## config.mk

```make
export PLATFORM = sky130hd
export DESIGN_NAME = compress_top
export DESIGN_NICKNAME = d
export VERILOG_FILES = /design/src/logic/compress_pkg.sv /design/src/logic/compress_read_ctrl.sv /design/src/logic/compress_coeff.sv /design/src/logic/compress_sample_buffer.sv /design/src/logic/compress_api_port.sv /design/src/logic/compress_top.sv
export SDC_FILE = /design/constraint.sdc
export NUM_CORES = 2
export LEC_CHECK = 0
export BUFFER_PORTS_ARGS = -buffer_cell sky130_fd_sc_hd__buf_2
export CAP_MARGIN = 20
export CORE_MARGIN = 4
export CORE_UTILIZATION = 24
export CTS_CLUSTER_SIZE = 12
export DETAILED_ROUTE_END_ITERATION = 7
export GPL_TIMING_DRIVEN = 0
export PLACE_DENSITY = 0.4
export SLEW_MARGIN = 20
export SYNTH_ARGS = -nofsm -noshare
export SYNTH_HDL_FRONTEND = slang
export SYNTH_SLANG_ARGS = --single-unit
export TNS_END_PERCENT = 1
```

## constraint.sdc

```tcl
create_clock -name clk -period 12.05 [get_ports clk]
set_input_delay 2.41 -clock clk [delete_from_list [all_inputs] [get_ports clk]]
set_output_delay 2.41 -clock clk [all_outputs]
set_load 0.01 [all_outputs]
```

## src/logic/compress_pkg.sv

```systemverilog
`default_nettype none

package compress_pkg;

    // Datapath sizes
    localparam int COEFF_PER_CLK  = 4;
    localparam int COEFF_W        = 12;
    localparam int LANE_BITS      = COEFF_PER_CLK * COEFF_W;
    localparam int MLKEM_Q        = 3329;
    localparam int MEM_ADDR_W     = 10;
    localparam int API_DATA_W     = 32;
    localparam int READS_PER_POLY = 64;
    localparam int READ_CNT_W     = $clog2(READS_PER_POLY);

    // The sample buffer stores and counts 4-bit granules
    localparam int CHUNK_W      = 4;
    localparam int WORD_NIBBLES = API_DATA_W / CHUNK_W;
    localparam int BUF_NIBBLES  = 32;
    localparam int BUF_W        = BUF_NIBBLES * CHUNK_W;
    localparam int BUF_CNT_W    = $clog2(BUF_NIBBLES + 1);
    localparam int AF_NIBBLES   = 16;

    // The reciprocal of 2q stays exact for every dividend below 2^24
    localparam int RECIP_SHIFT = 37;
    localparam longint unsigned RECIP_MULT =
        ((64'd1 << RECIP_SHIFT) + 2 * MLKEM_Q - 1) / (2 * MLKEM_Q);

    typedef enum logic [1:0] {
        COMPRESS_D1,
        COMPRESS_D5,
        COMPRESS_D11,
        COMPRESS_D12
    } compress_mode_e;

    typedef enum logic [1:0] {
        IDLE,
        READ,
        STALL,
        FLUSH
    } rd_ctrl_state_e;

    typedef struct packed {
        logic                  start;
        compress_mode_e        mode;
        logic                  compare;
        logic [2:0]            num_poly;
        logic [MEM_ADDR_W-1:0] src_base;
        logic [MEM_ADDR_W-1:0] dest_base;
    } compress_cmd_t;

    typedef struct packed {
        logic                  rd_en;
        logic [MEM_ADDR_W-1:0] addr;
    } mem_rd_req_t;

    typedef struct packed {
        logic                  wr_en;
        logic                  rd_en;
        logic [MEM_ADDR_W-1:0] addr;
        logic [API_DATA_W-1:0] wr_data;
    } api_req_t;

endpackage

`default_nettype wire

```

## src/logic/compress_read_ctrl.sv

```systemverilog
`timescale 1ns/100ps
`default_nettype none

module compress_read_ctrl (
    input  wire                         clk,
    input  wire                         reset_n,
    input  wire                         zeroize_i,
    input  wire compress_pkg::compress_cmd_t cmd_i,
    input  wire                         almost_full_i,
    output compress_pkg::mem_rd_req_t   mem_rd_req_o,
    output logic                        reads_done_o
);

    compress_pkg::rd_ctrl_state_e state_q;
    logic [compress_pkg::READ_CNT_W-1:0] read_cnt_q;
    logic [2:0] poly_cnt_q;
    logic [2:0] num_poly_q;
    logic [compress_pkg::MEM_ADDR_W-1:0] addr_q;
    logic issue;
    logic last_in_poly;
    logic last_poly;

    // A read goes out only in READ and only while the buffer has room for it
    assign issue = (state_q == compress_pkg::READ) && !almost_full_i;
    assign last_in_poly = (32'(read_cnt_q) == compress_pkg::READS_PER_POLY - 1);
    assign last_poly = (poly_cnt_q == num_poly_q - 3'd1);

    assign mem_rd_req_o.rd_en = issue;
    assign mem_rd_req_o.addr = addr_q;
    assign reads_done_o = (state_q == compress_pkg::FLUSH);

    always_ff @(posedge clk or negedge reset_n) begin
        if (!reset_n) begin
            state_q <= compress_pkg::IDLE;
            read_cnt_q <= '0;
            poly_cnt_q <= '0;
            num_poly_q <= '0;
            addr_q <= '0;
        end else if (zeroize_i) begin
            state_q <= compress_pkg::IDLE;
            read_cnt_q <= '0;
            poly_cnt_q <= '0;
            num_poly_q <= '0;
            addr_q <= '0;
        end else if (cmd_i.start) begin
            state_q <= compress_pkg::READ;
            read_cnt_q <= '0;
            poly_cnt_q <= '0;
            num_poly_q <= cmd_i.num_poly;
            addr_q <= cmd_i.src_base;
        end else begin
            case (state_q)
                compress_pkg::READ: begin
                    if (!issue) begin
                        state_q <= compress_pkg::STALL;
                    end else begin
                        addr_q <= addr_q + compress_pkg::MEM_ADDR_W'(1);
                        read_cnt_q <= read_cnt_q + compress_pkg::READ_CNT_W'(1);
                        if (last_in_poly) begin
                            read_cnt_q <= '0;
                            poly_cnt_q <= poly_cnt_q + 3'd1;
                            // FLUSH holds until the next start so done can see it
                            if (last_poly) begin
                                state_q <= compress_pkg::FLUSH;
                            end
                        end
                    end
                end
                compress_pkg::STALL: begin
                    if (!almost_full_i) begin
                        state_q <= compress_pkg::READ;
                    end
                end
                default: begin
                    state_q <= state_q;
                end
            endcase
        end
    end

    // FLUSH is only reached once every polynomial of the command has been read
    assert property (@(posedge clk) disable iff (!reset_n)
        (state_q == compress_pkg::FLUSH) |-> (poly_cnt_q == num_poly_q) && (read_cnt_q == '0));

endmodule

`default_nettype wire

```

## src/logic/compress_coeff.sv

```systemverilog
`timescale 1ns/100ps
`default_nettype none

module compress_coeff (
    input  wire [compress_pkg::COEFF_W-1:0]    coeff_i,
    input  wire compress_pkg::compress_mode_e  mode_i,
    output logic [compress_pkg::COEFF_W-1:0]   coeff_o
);

    logic [3:0] d_bits;
    logic [2*compress_pkg::COEFF_W-1:0] numer;
    logic [63:0] product;
    logic [compress_pkg::COEFF_W-1:0] quot;
    logic [compress_pkg::COEFF_W-1:0] mask;

    always_comb begin
        d_bits = 4'd12;
        case (mode_i)
            compress_pkg::COMPRESS_D1:  d_bits = 4'd1;
            compress_pkg::COMPRESS_D5:  d_bits = 4'd5;
            compress_pkg::COMPRESS_D11: d_bits = 4'd11;
            default:                    d_bits = 4'd12;
        endcase
    end

    // round(2^d x / q) is floor((2^(d+1) x + q) / 2q)
    assign numer = ((2*compress_pkg::COEFF_W)'(coeff_i) << (d_bits + 4'd1))
                 + (2*compress_pkg::COEFF_W)'(compress_pkg::MLKEM_Q);

    // Divide by 2q with a multiply and a shift
    assign product = 64'(numer) * compress_pkg::RECIP_MULT;
    assign quot = product[compress_pkg::RECIP_SHIFT +: compress_pkg::COEFF_W];

    // The mask makes the mod 2^d wrap, so 2^d itself becomes 0
    assign mask = ~({compress_pkg::COEFF_W{1'b1}} << d_bits);

    assign coeff_o = (mode_i == compress_pkg::COMPRESS_D12) ? coeff_i : (quot & mask);

endmodule

`default_nettype wire

```

## src/logic/compress_sample_buffer.sv

```systemverilog
`timescale 1ns/100ps
`default_nettype none

module compress_sample_buffer (
    input  wire                                 clk,
    input  wire                                 reset_n,
    input  wire                                 zeroize_i,
    input  wire [compress_pkg::LANE_BITS-1:0]   data_i,
    input  wire [3:0]                           chunks_i,
    input  wire                                 data_valid_i,
    output logic                                almost_full_o,
    output logic                                word_valid_o,
    output logic [compress_pkg::API_DATA_W-1:0] word_o,
    output logic                                empty_o
);

    logic [compress_pkg::BUF_W-1:0] store_q;
    logic [compress_pkg::BUF_W-1:0] store_d;
    logic [compress_pkg::BUF_CNT_W-1:0] count_q;
    logic [compress_pkg::BUF_CNT_W-1:0] count_d;
    logic [compress_pkg::BUF_CNT_W-1:0] base_cnt;
    logic [compress_pkg::LANE_BITS-1:0] data_masked;
    logic emit;

    // The lowest word leaves as soon as eight nibbles are held
    assign emit = (count_q >= compress_pkg::BUF_CNT_W'(compress_pkg::WORD_NIBBLES));
    assign word_valid_o = emit;
    assign word_o = store_q[compress_pkg::API_DATA_W-1:0];
    assign almost_full_o = (count_q >= compress_pkg::BUF_CNT_W'(compress_pkg::AF_NIBBLES));
    assign empty_o = (count_q == '0);

    // Bits above the valid nibbles must stay zero for the OR below
    assign data_masked = data_i
                       & ~({compress_pkg::LANE_BITS{1'b1}} << (chunks_i * compress_pkg::CHUNK_W));

    always_comb begin
        store_d = emit ? (store_q >> compress_pkg::API_DATA_W) : store_q;
        base_cnt = emit ? count_q - compress_pkg::BUF_CNT_W'(compress_pkg::WORD_NIBBLES) : count_q;
        count_d = base_cnt;
        if (data_valid_i) begin
            // New nibbles land just above the ones left after the emit
            store_d = store_d
                    | (compress_pkg::BUF_W'(data_masked) << (base_cnt * compress_pkg::CHUNK_W));
            count_d = base_cnt + compress_pkg::BUF_CNT_W'(chunks_i);
        end
    end

    always_ff @(posedge clk or negedge reset_n) begin
        if (!reset_n) begin
            store_q <= '0;
            count_q <= '0;
        end else if (zeroize_i) begin
            store_q <= '0;
            count_q <= '0;
        end else begin
            store_q <= store_d;
            count_q <= count_d;
        end
    end

    // The read controller's back-pressure keeps every push within capacity
    assert property (@(posedge clk) disable iff (!reset_n)
        data_valid_i |-> (32'(base_cnt) + 32'(chunks_i) <= compress_pkg::BUF_NIBBLES));

endmodule

`default_nettype wire

```

## src/logic/compress_api_port.sv

```systemverilog
`timescale 1ns/100ps
`default_nettype none

module compress_api_port (
    input  wire                                 clk,
    input  wire                                 reset_n,
    input  wire                                 zeroize_i,
    input  wire compress_pkg::compress_cmd_t    cmd_i,
    input  wire                                 word_valid_i,
    input  wire [compress_pkg::API_DATA_W-1:0]  word_i,
    output compress_pkg::api_req_t              api_req_o,
    input  wire [compress_pkg::API_DATA_W-1:0]  api_rd_data_i,
    output logic                                compare_failed_o,
    output logic                                pending_o
);

    logic [compress_pkg::MEM_ADDR_W-1:0] addr_q;
    logic compare_q;
    logic cmp_valid_q;
    logic [compress_pkg::API_DATA_W-1:0] cmp_word_q;
    logic mismatch;

    // Each word becomes a write, or in compare mode a read of the stored word
    assign api_req_o.wr_en = word_valid_i && !compare_q;
    assign api_req_o.rd_en = word_valid_i && compare_q;
    assign api_req_o.addr = addr_q;
    assign api_req_o.wr_data = word_i;

    assign mismatch = cmp_valid_q && (api_rd_data_i != cmp_word_q);
    assign pending_o = cmp_valid_q;

    always_ff @(posedge clk or negedge reset_n) begin
        if (!reset_n) begin
            addr_q <= '0;
            compare_q <= 1'b0;
            cmp_valid_q <= 1'b0;
            compare_failed_o <= 1'b0;
        end else if (zeroize_i) begin
            addr_q <= '0;
            compare_q <= 1'b0;
            cmp_valid_q <= 1'b0;
            compare_failed_o <= 1'b0;
        end else begin
            cmp_valid_q <= word_valid_i && compare_q;
            if (cmd_i.start) begin
                addr_q <= cmd_i.dest_base;
                compare_q <= cmd_i.compare;
            end else if (word_valid_i) begin
                addr_q <= addr_q + compress_pkg::MEM_ADDR_W'(1);
            end
            // Sticky until the next command starts
            if (cmd_i.start) begin
                compare_failed_o <= 1'b0;
            end else if (mismatch) begin
                compare_failed_o <= 1'b1;
            end
        end
    end

    // Held for the cycle in which the API memory answers
    always_ff @(posedge clk) begin
        if (zeroize_i) begin
            cmp_word_q <= '0;
        end else if (word_valid_i) begin
            cmp_word_q <= word_i;
        end
    end

endmodule

`default_nettype wire

```

## src/logic/compress_top.sv

```systemverilog
`timescale 1ns/100ps
`default_nettype none

module compress_top (
    input  wire                                 clk,
    input  wire                                 reset_n,
    input  wire                                 zeroize_i,
    input  wire compress_pkg::compress_cmd_t    cmd_i,
    output compress_pkg::mem_rd_req_t           mem_rd_req_o,
    input  wire [compress_pkg::COEFF_PER_CLK-1:0][compress_pkg::COEFF_W-1:0] mem_rd_data_i,
    input  wire                                 mem_rd_valid_i,
    output compress_pkg::api_req_t              api_req_o,
    input  wire [compress_pkg::API_DATA_W-1:0]  api_rd_data_i,
    output logic                                compare_failed_o,
    output logic                                busy_o,
    output logic                                done_o
);

    compress_pkg::compress_mode_e mode_q;
    logic [compress_pkg::COEFF_PER_CLK-1:0][compress_pkg::COEFF_W-1:0] lane_out;
    logic [compress_pkg::LANE_BITS-1:0] packed_data;
    logic [3:0] chunks;
    logic push;
    logic reads_done;
    logic buf_almost_full;
    logic buf_empty;
    logic word_valid;
    logic [compress_pkg::API_DATA_W-1:0] word;
    logic cmp_pending;

    // Data still in flight after a zeroize is dropped here
    assign push = mem_rd_valid_i && busy_o;

    assign done_o = busy_o && reads_done && !mem_rd_valid_i && buf_empty && !cmp_pending;

    always_ff @(posedge clk or negedge reset_n) begin
        if (!reset_n) begin
            busy_o <= 1'b0;
            mode_q <= compress_pkg::COMPRESS_D1;
        end else if (zeroize_i) begin
            busy_o <= 1'b0;
            mode_q <= compress_pkg::COMPRESS_D1;
        end else if (cmd_i.start) begin
            busy_o <= 1'b1;
            mode_q <= cmd_i.mode;
        end else if (done_o) begin
            busy_o <= 1'b0;
        end
    end

    compress_read_ctrl u_read_ctrl (
        .clk           (clk),
        .reset_n       (reset_n),
        .zeroize_i     (zeroize_i),
        .cmd_i         (cmd_i),
        .almost_full_i (buf_almost_full),
        .mem_rd_req_o  (mem_rd_req_o),
        .reads_done_o  (reads_done)
    );

    for (genvar i = 0; i < compress_pkg::COEFF_PER_CLK; i++) begin : g_lane
        compress_coeff u_coeff (
            .coeff_i (mem_rd_data_i[i]),
            .mode_i  (mode_q),
            .coeff_o (lane_out[i])
        );
    end

    // Lane 0 goes to the lowest bits, and d bits of four lanes make d nibbles
    always_comb begin
        packed_data = '0;
        chunks = 4'd12;
        case (mode_q)
            compress_pkg::COMPRESS_D1: begin
                chunks = 4'd1;
                for (int i = 0; i < compress_pkg::COEFF_PER_CLK; i++) begin
                    packed_data[i] = lane_out[i][0];
                end
            end
            compress_pkg::COMPRESS_D5: begin
                chunks = 4'd5;
                for (int i = 0; i < compress_pkg::COEFF_PER_CLK; i++) begin
                    packed_data[i*5 +: 5] = lane_out[i][4:0];
                end
            end
            compress_pkg::COMPRESS_D11: begin
                chunks = 4'd11;
                for (int i = 0; i < compress_pkg::COEFF_PER_CLK; i++) begin
                    packed_data[i*11 +: 11] = lane_out[i][10:0];
                end
            end
            default: begin
                packed_data = lane_out;
            end
        endcase
    end

    compress_sample_buffer u_sample_buffer (
        .clk           (clk),
        .reset_n       (reset_n),
        .zeroize_i     (zeroize_i),
        .data_i        (packed_data),
        .chunks_i      (chunks),
        .data_valid_i  (push),
        .almost_full_o (buf_almost_full),
        .word_valid_o  (word_valid),
        .word_o        (word),
        .empty_o       (buf_empty)
    );

    compress_api_port u_api_port (
        .clk              (clk),
        .reset_n          (reset_n),
        .zeroize_i        (zeroize_i),
        .cmd_i            (cmd_i),
        .word_valid_i     (word_valid),
        .word_i           (word),
        .api_req_o        (api_req_o),
        .api_rd_data_i    (api_rd_data_i),
        .compare_failed_o (compare_failed_o),
        .pending_o        (cmp_pending)
    );

    // Source reads and API words only occur inside an active command
    assert property (@(posedge clk) disable iff (!reset_n || zeroize_i)
        (mem_rd_req_o.rd_en || word_valid) |-> busy_o);

endmodule

`default_nettype wire

```

==> flow_summary.yaml <==
run_status:
  status: "complete, no violations"
sta:
  finalSetupViolations: 0
  timing.slew.headroom_pct: 16.8
  period_share_pct: 99.0
  fin_ws_ns: 0.126
  max_freq_mhz: 83.9
  tightest_slew_ns: 1.25
  final_hold_viol_count: 0
  finalCriticalPeriod_ns: 11.92
  maxSlewViolCount: 0
  skew_ns: 0.0398
yosys:
  yosys_warnings: 0
  synth_ff_type: "dfrtp_1"
  synth_edf_count: 0
  synth.cell_area_sq_um: 63200
  avgSynthCellArea_sq_um: 8.96
  ys_seq_area_share_pct: 7.91
  ys_ff_latch: 206
  async_flop_share_pct: 84.5
  netlist_instances: 7054
  ys_types: 112
layout:
  final_cells: 10900
  nets: 9400
  final_core_util_pct: 27.1
  area_growth_pct: 12.3
  drive_above_1_share_pct: 7.85
  layout_common_cells: "inv_1, fa_1, ha_1, nand2_1, nor2_1"
  stdcell_area_sq_um: 71000
  layout_commonest_cell: "inv_1"
grt:
  gr-total-overflow: 0
  grt_pass1_vias: 56000
  grt_max_degree: 81
  antenna_found_initial: 48
  grt_pass1_wl_microns: 393000
  grt_usage_pct: 19.5
critical_path:
  cp_slowest_cell: "fa_2"
  crit_arrival_ns: 12.36
  r2r-start: "mode_q[0]"
  cp-start-kind: "flip-flop"
  worstReg2RegEnd: "u_sample_buffer.store_q[84]"
  worstPathMaxFanout: 10
  required_ns: 12.49
  critPathMaxStageDelay_ns: 0.59
  crit_type: "reg2reg"
  cp_common_cell: "fa_1"
  crit_path_end_kind: "flip-flop"
  ff2ff_setup_slack_ns: 0.13
  r2r_cells: 35
drt:
  via_per_inst: 4.81
  wirelength_microns: 269000
  dr.pass1.iters: 8
  wl_per_cell_microns: 24.7
  ant_nets: 0
  route.detailed.drc: 0
  drt_iter0_markers: 4037
  vias: 52400
die:
  die_area_sq_um: 272000
  die_w_microns: 521
  initial_utilization_pct: 24.1
  io-pin-count: 169
  die_y_microns: 521
  core_sq_um: 262000
  std_cell_rows: 188
placement:
  place_congestion: 1.00
  dpl_cell_area_sq_um: 68800
  pre_cts_ws_ns: -3.01
  dpl.hpwl_microns: 234000
  io_buffers: 167
  placedCellCount: 10800
worst_hold_path:
  hold_start: "u_api_port.cmp_word_q[15]"
  hold_class: "reg2reg"
  whs_endpoint: "u_api_port.cmp_word_q[15]"
  worstHoldPathCells: 2
clocking:
  cts_root_buf: "clkbuf_16"
  cts_buffer_depth: 3
  path_clk_slew_ns: 0.06
  clock_latency_ns: 0.56
  cts_buffers: 25
  hold_buffers: 0
  h-tree-depth: 1
  clock_sinks: 206
  cts_tree: "yes"
run:
  cap_violations: 0
timing repair:
item                                    in CTS  in global routing
pin swaps                                    8                 11
gates resized for setup                    122                125
buffers inserted                            12                 10
endpoints found under the setup margin     128                123
cell type report:
class | count | area (sq um)
plain buffers | 231 | 1160
clock buffers | 38 | 714
well taps | 3515 | 4400
fillers | 28500 | 191000
repair buffers | 197 | 1160
diodes | 39 | 97.6
flip-flops and latches | 206 | 4990
inverters | 1738 | 6520
multi-input cells | 4917 | 51800
clock inverters | 8 | 80.1
kinds of logic (layout without fill, tap and decap cells):
family | count (synthesis) | in the layout | share of synthesized area, %
adder cells (fa/ha/maj) | 1973 | 1973 | 53.0
buffers and inverters | 1969 | 2212 | 12.0
AO/OA/AOI/OAI | 1229 | 1229 | 13.0
other | 2 | 79 | 0.0119
XOR/XNOR | 121 | 121 | 1.69
flip-flops | 206 | 206 | 7.91
AND/OR/NAND/NOR | 1439 | 1439 | 10.4
multiplexers | 115 | 115 | 1.98
metrics by stage:
step	hold WS, ns	TNS, ns
after floorplan	0.442	0
after global placement	0.455	-403.69
after detailed placement	0.461	-312.66
after CTS	0.469	-0.0636
after global routing	0.481	-0.0206
final	0.469	0
synthesized netlist by cell type, types with 45 or more instances:
cell	n	area, sq um
a21oi_1	373	1870
dfrtp_1	174	4350
a211oi_1	45	338
mux2i_1	89	891
clkbuf_1	149	559
o211ai_1	47	353
nor3_1	96	480
a31oi_1	70	438
nand3_1	107	536
o21ai_0	197	986
nand4_1	81	507
nor2_1	369	1390
inv_1	1733	6500
fa_1	1169	23400
ha_1	804	10100
xnor2_1	80	701
nand2_1	545	2050
registers in the layout (all words and copies together), names as in the netlist:
signal	count
busy_o	1
mode_q	2
u_api_port.addr_q	10
u_api_port.cmp_word_q	32
u_api_port.compare_failed_o	1
u_api_port.compare_q	1
u_api_port.pending_o	1
u_read_ctrl.addr_q	10
u_read_ctrl.num_poly_q	3
u_read_ctrl.poly_cnt_q	3
u_read_ctrl.read_cnt_q	6
u_read_ctrl.state_q	2
u_sample_buffer.count_q	6
u_sample_buffer.store_q	128
worst max-delay path by stage:
| stage | start | end | cells after the start |
|---|---|---|---|
| global placement | mode_q[0] | u_sample_buffer.store_q[44] | 34 |
| global route | mem_rd_data_i[3] | u_sample_buffer.store_q[84] | 33 |
| floorplan | mem_rd_data_i[14] | u_sample_buffer.store_q[67] | 33 |
| detailed placement | mode_q[0] | u_sample_buffer.store_q[45] | 35 |
| finish | mode_q[0] | u_sample_buffer.store_q[84] | 35 |
| CTS | mode_q[0] | u_sample_buffer.store_q[56] | 32 |
critical path: cells and delay by family (launching register included):
family                   cells  cell delay [ns]
AO/OA/AOI/OAI                8             2.70
flip-flops                   1             0.45
adder cells (fa/ha/maj)      8             3.68
AND/OR/NAND/NOR              6             1.27
buffers and inverters       12             3.45
XOR/XNOR                     1             0.18
layer usage:
metal / vias up / global-route usage [%] / wire, microns
met5: - / 0 / 27
met4: 4 / 7.08 / 10700
met3: 422 / 2.37 / 14800
met2: 1760 / 31.8 / 125000
met1: 26900 / 26.6 / 118000
li1: 23300 / - / -
Power is left out: the tool's default activity adds up to more than one toggle a clock period on the data nets, which glitch-free logic cannot reach.
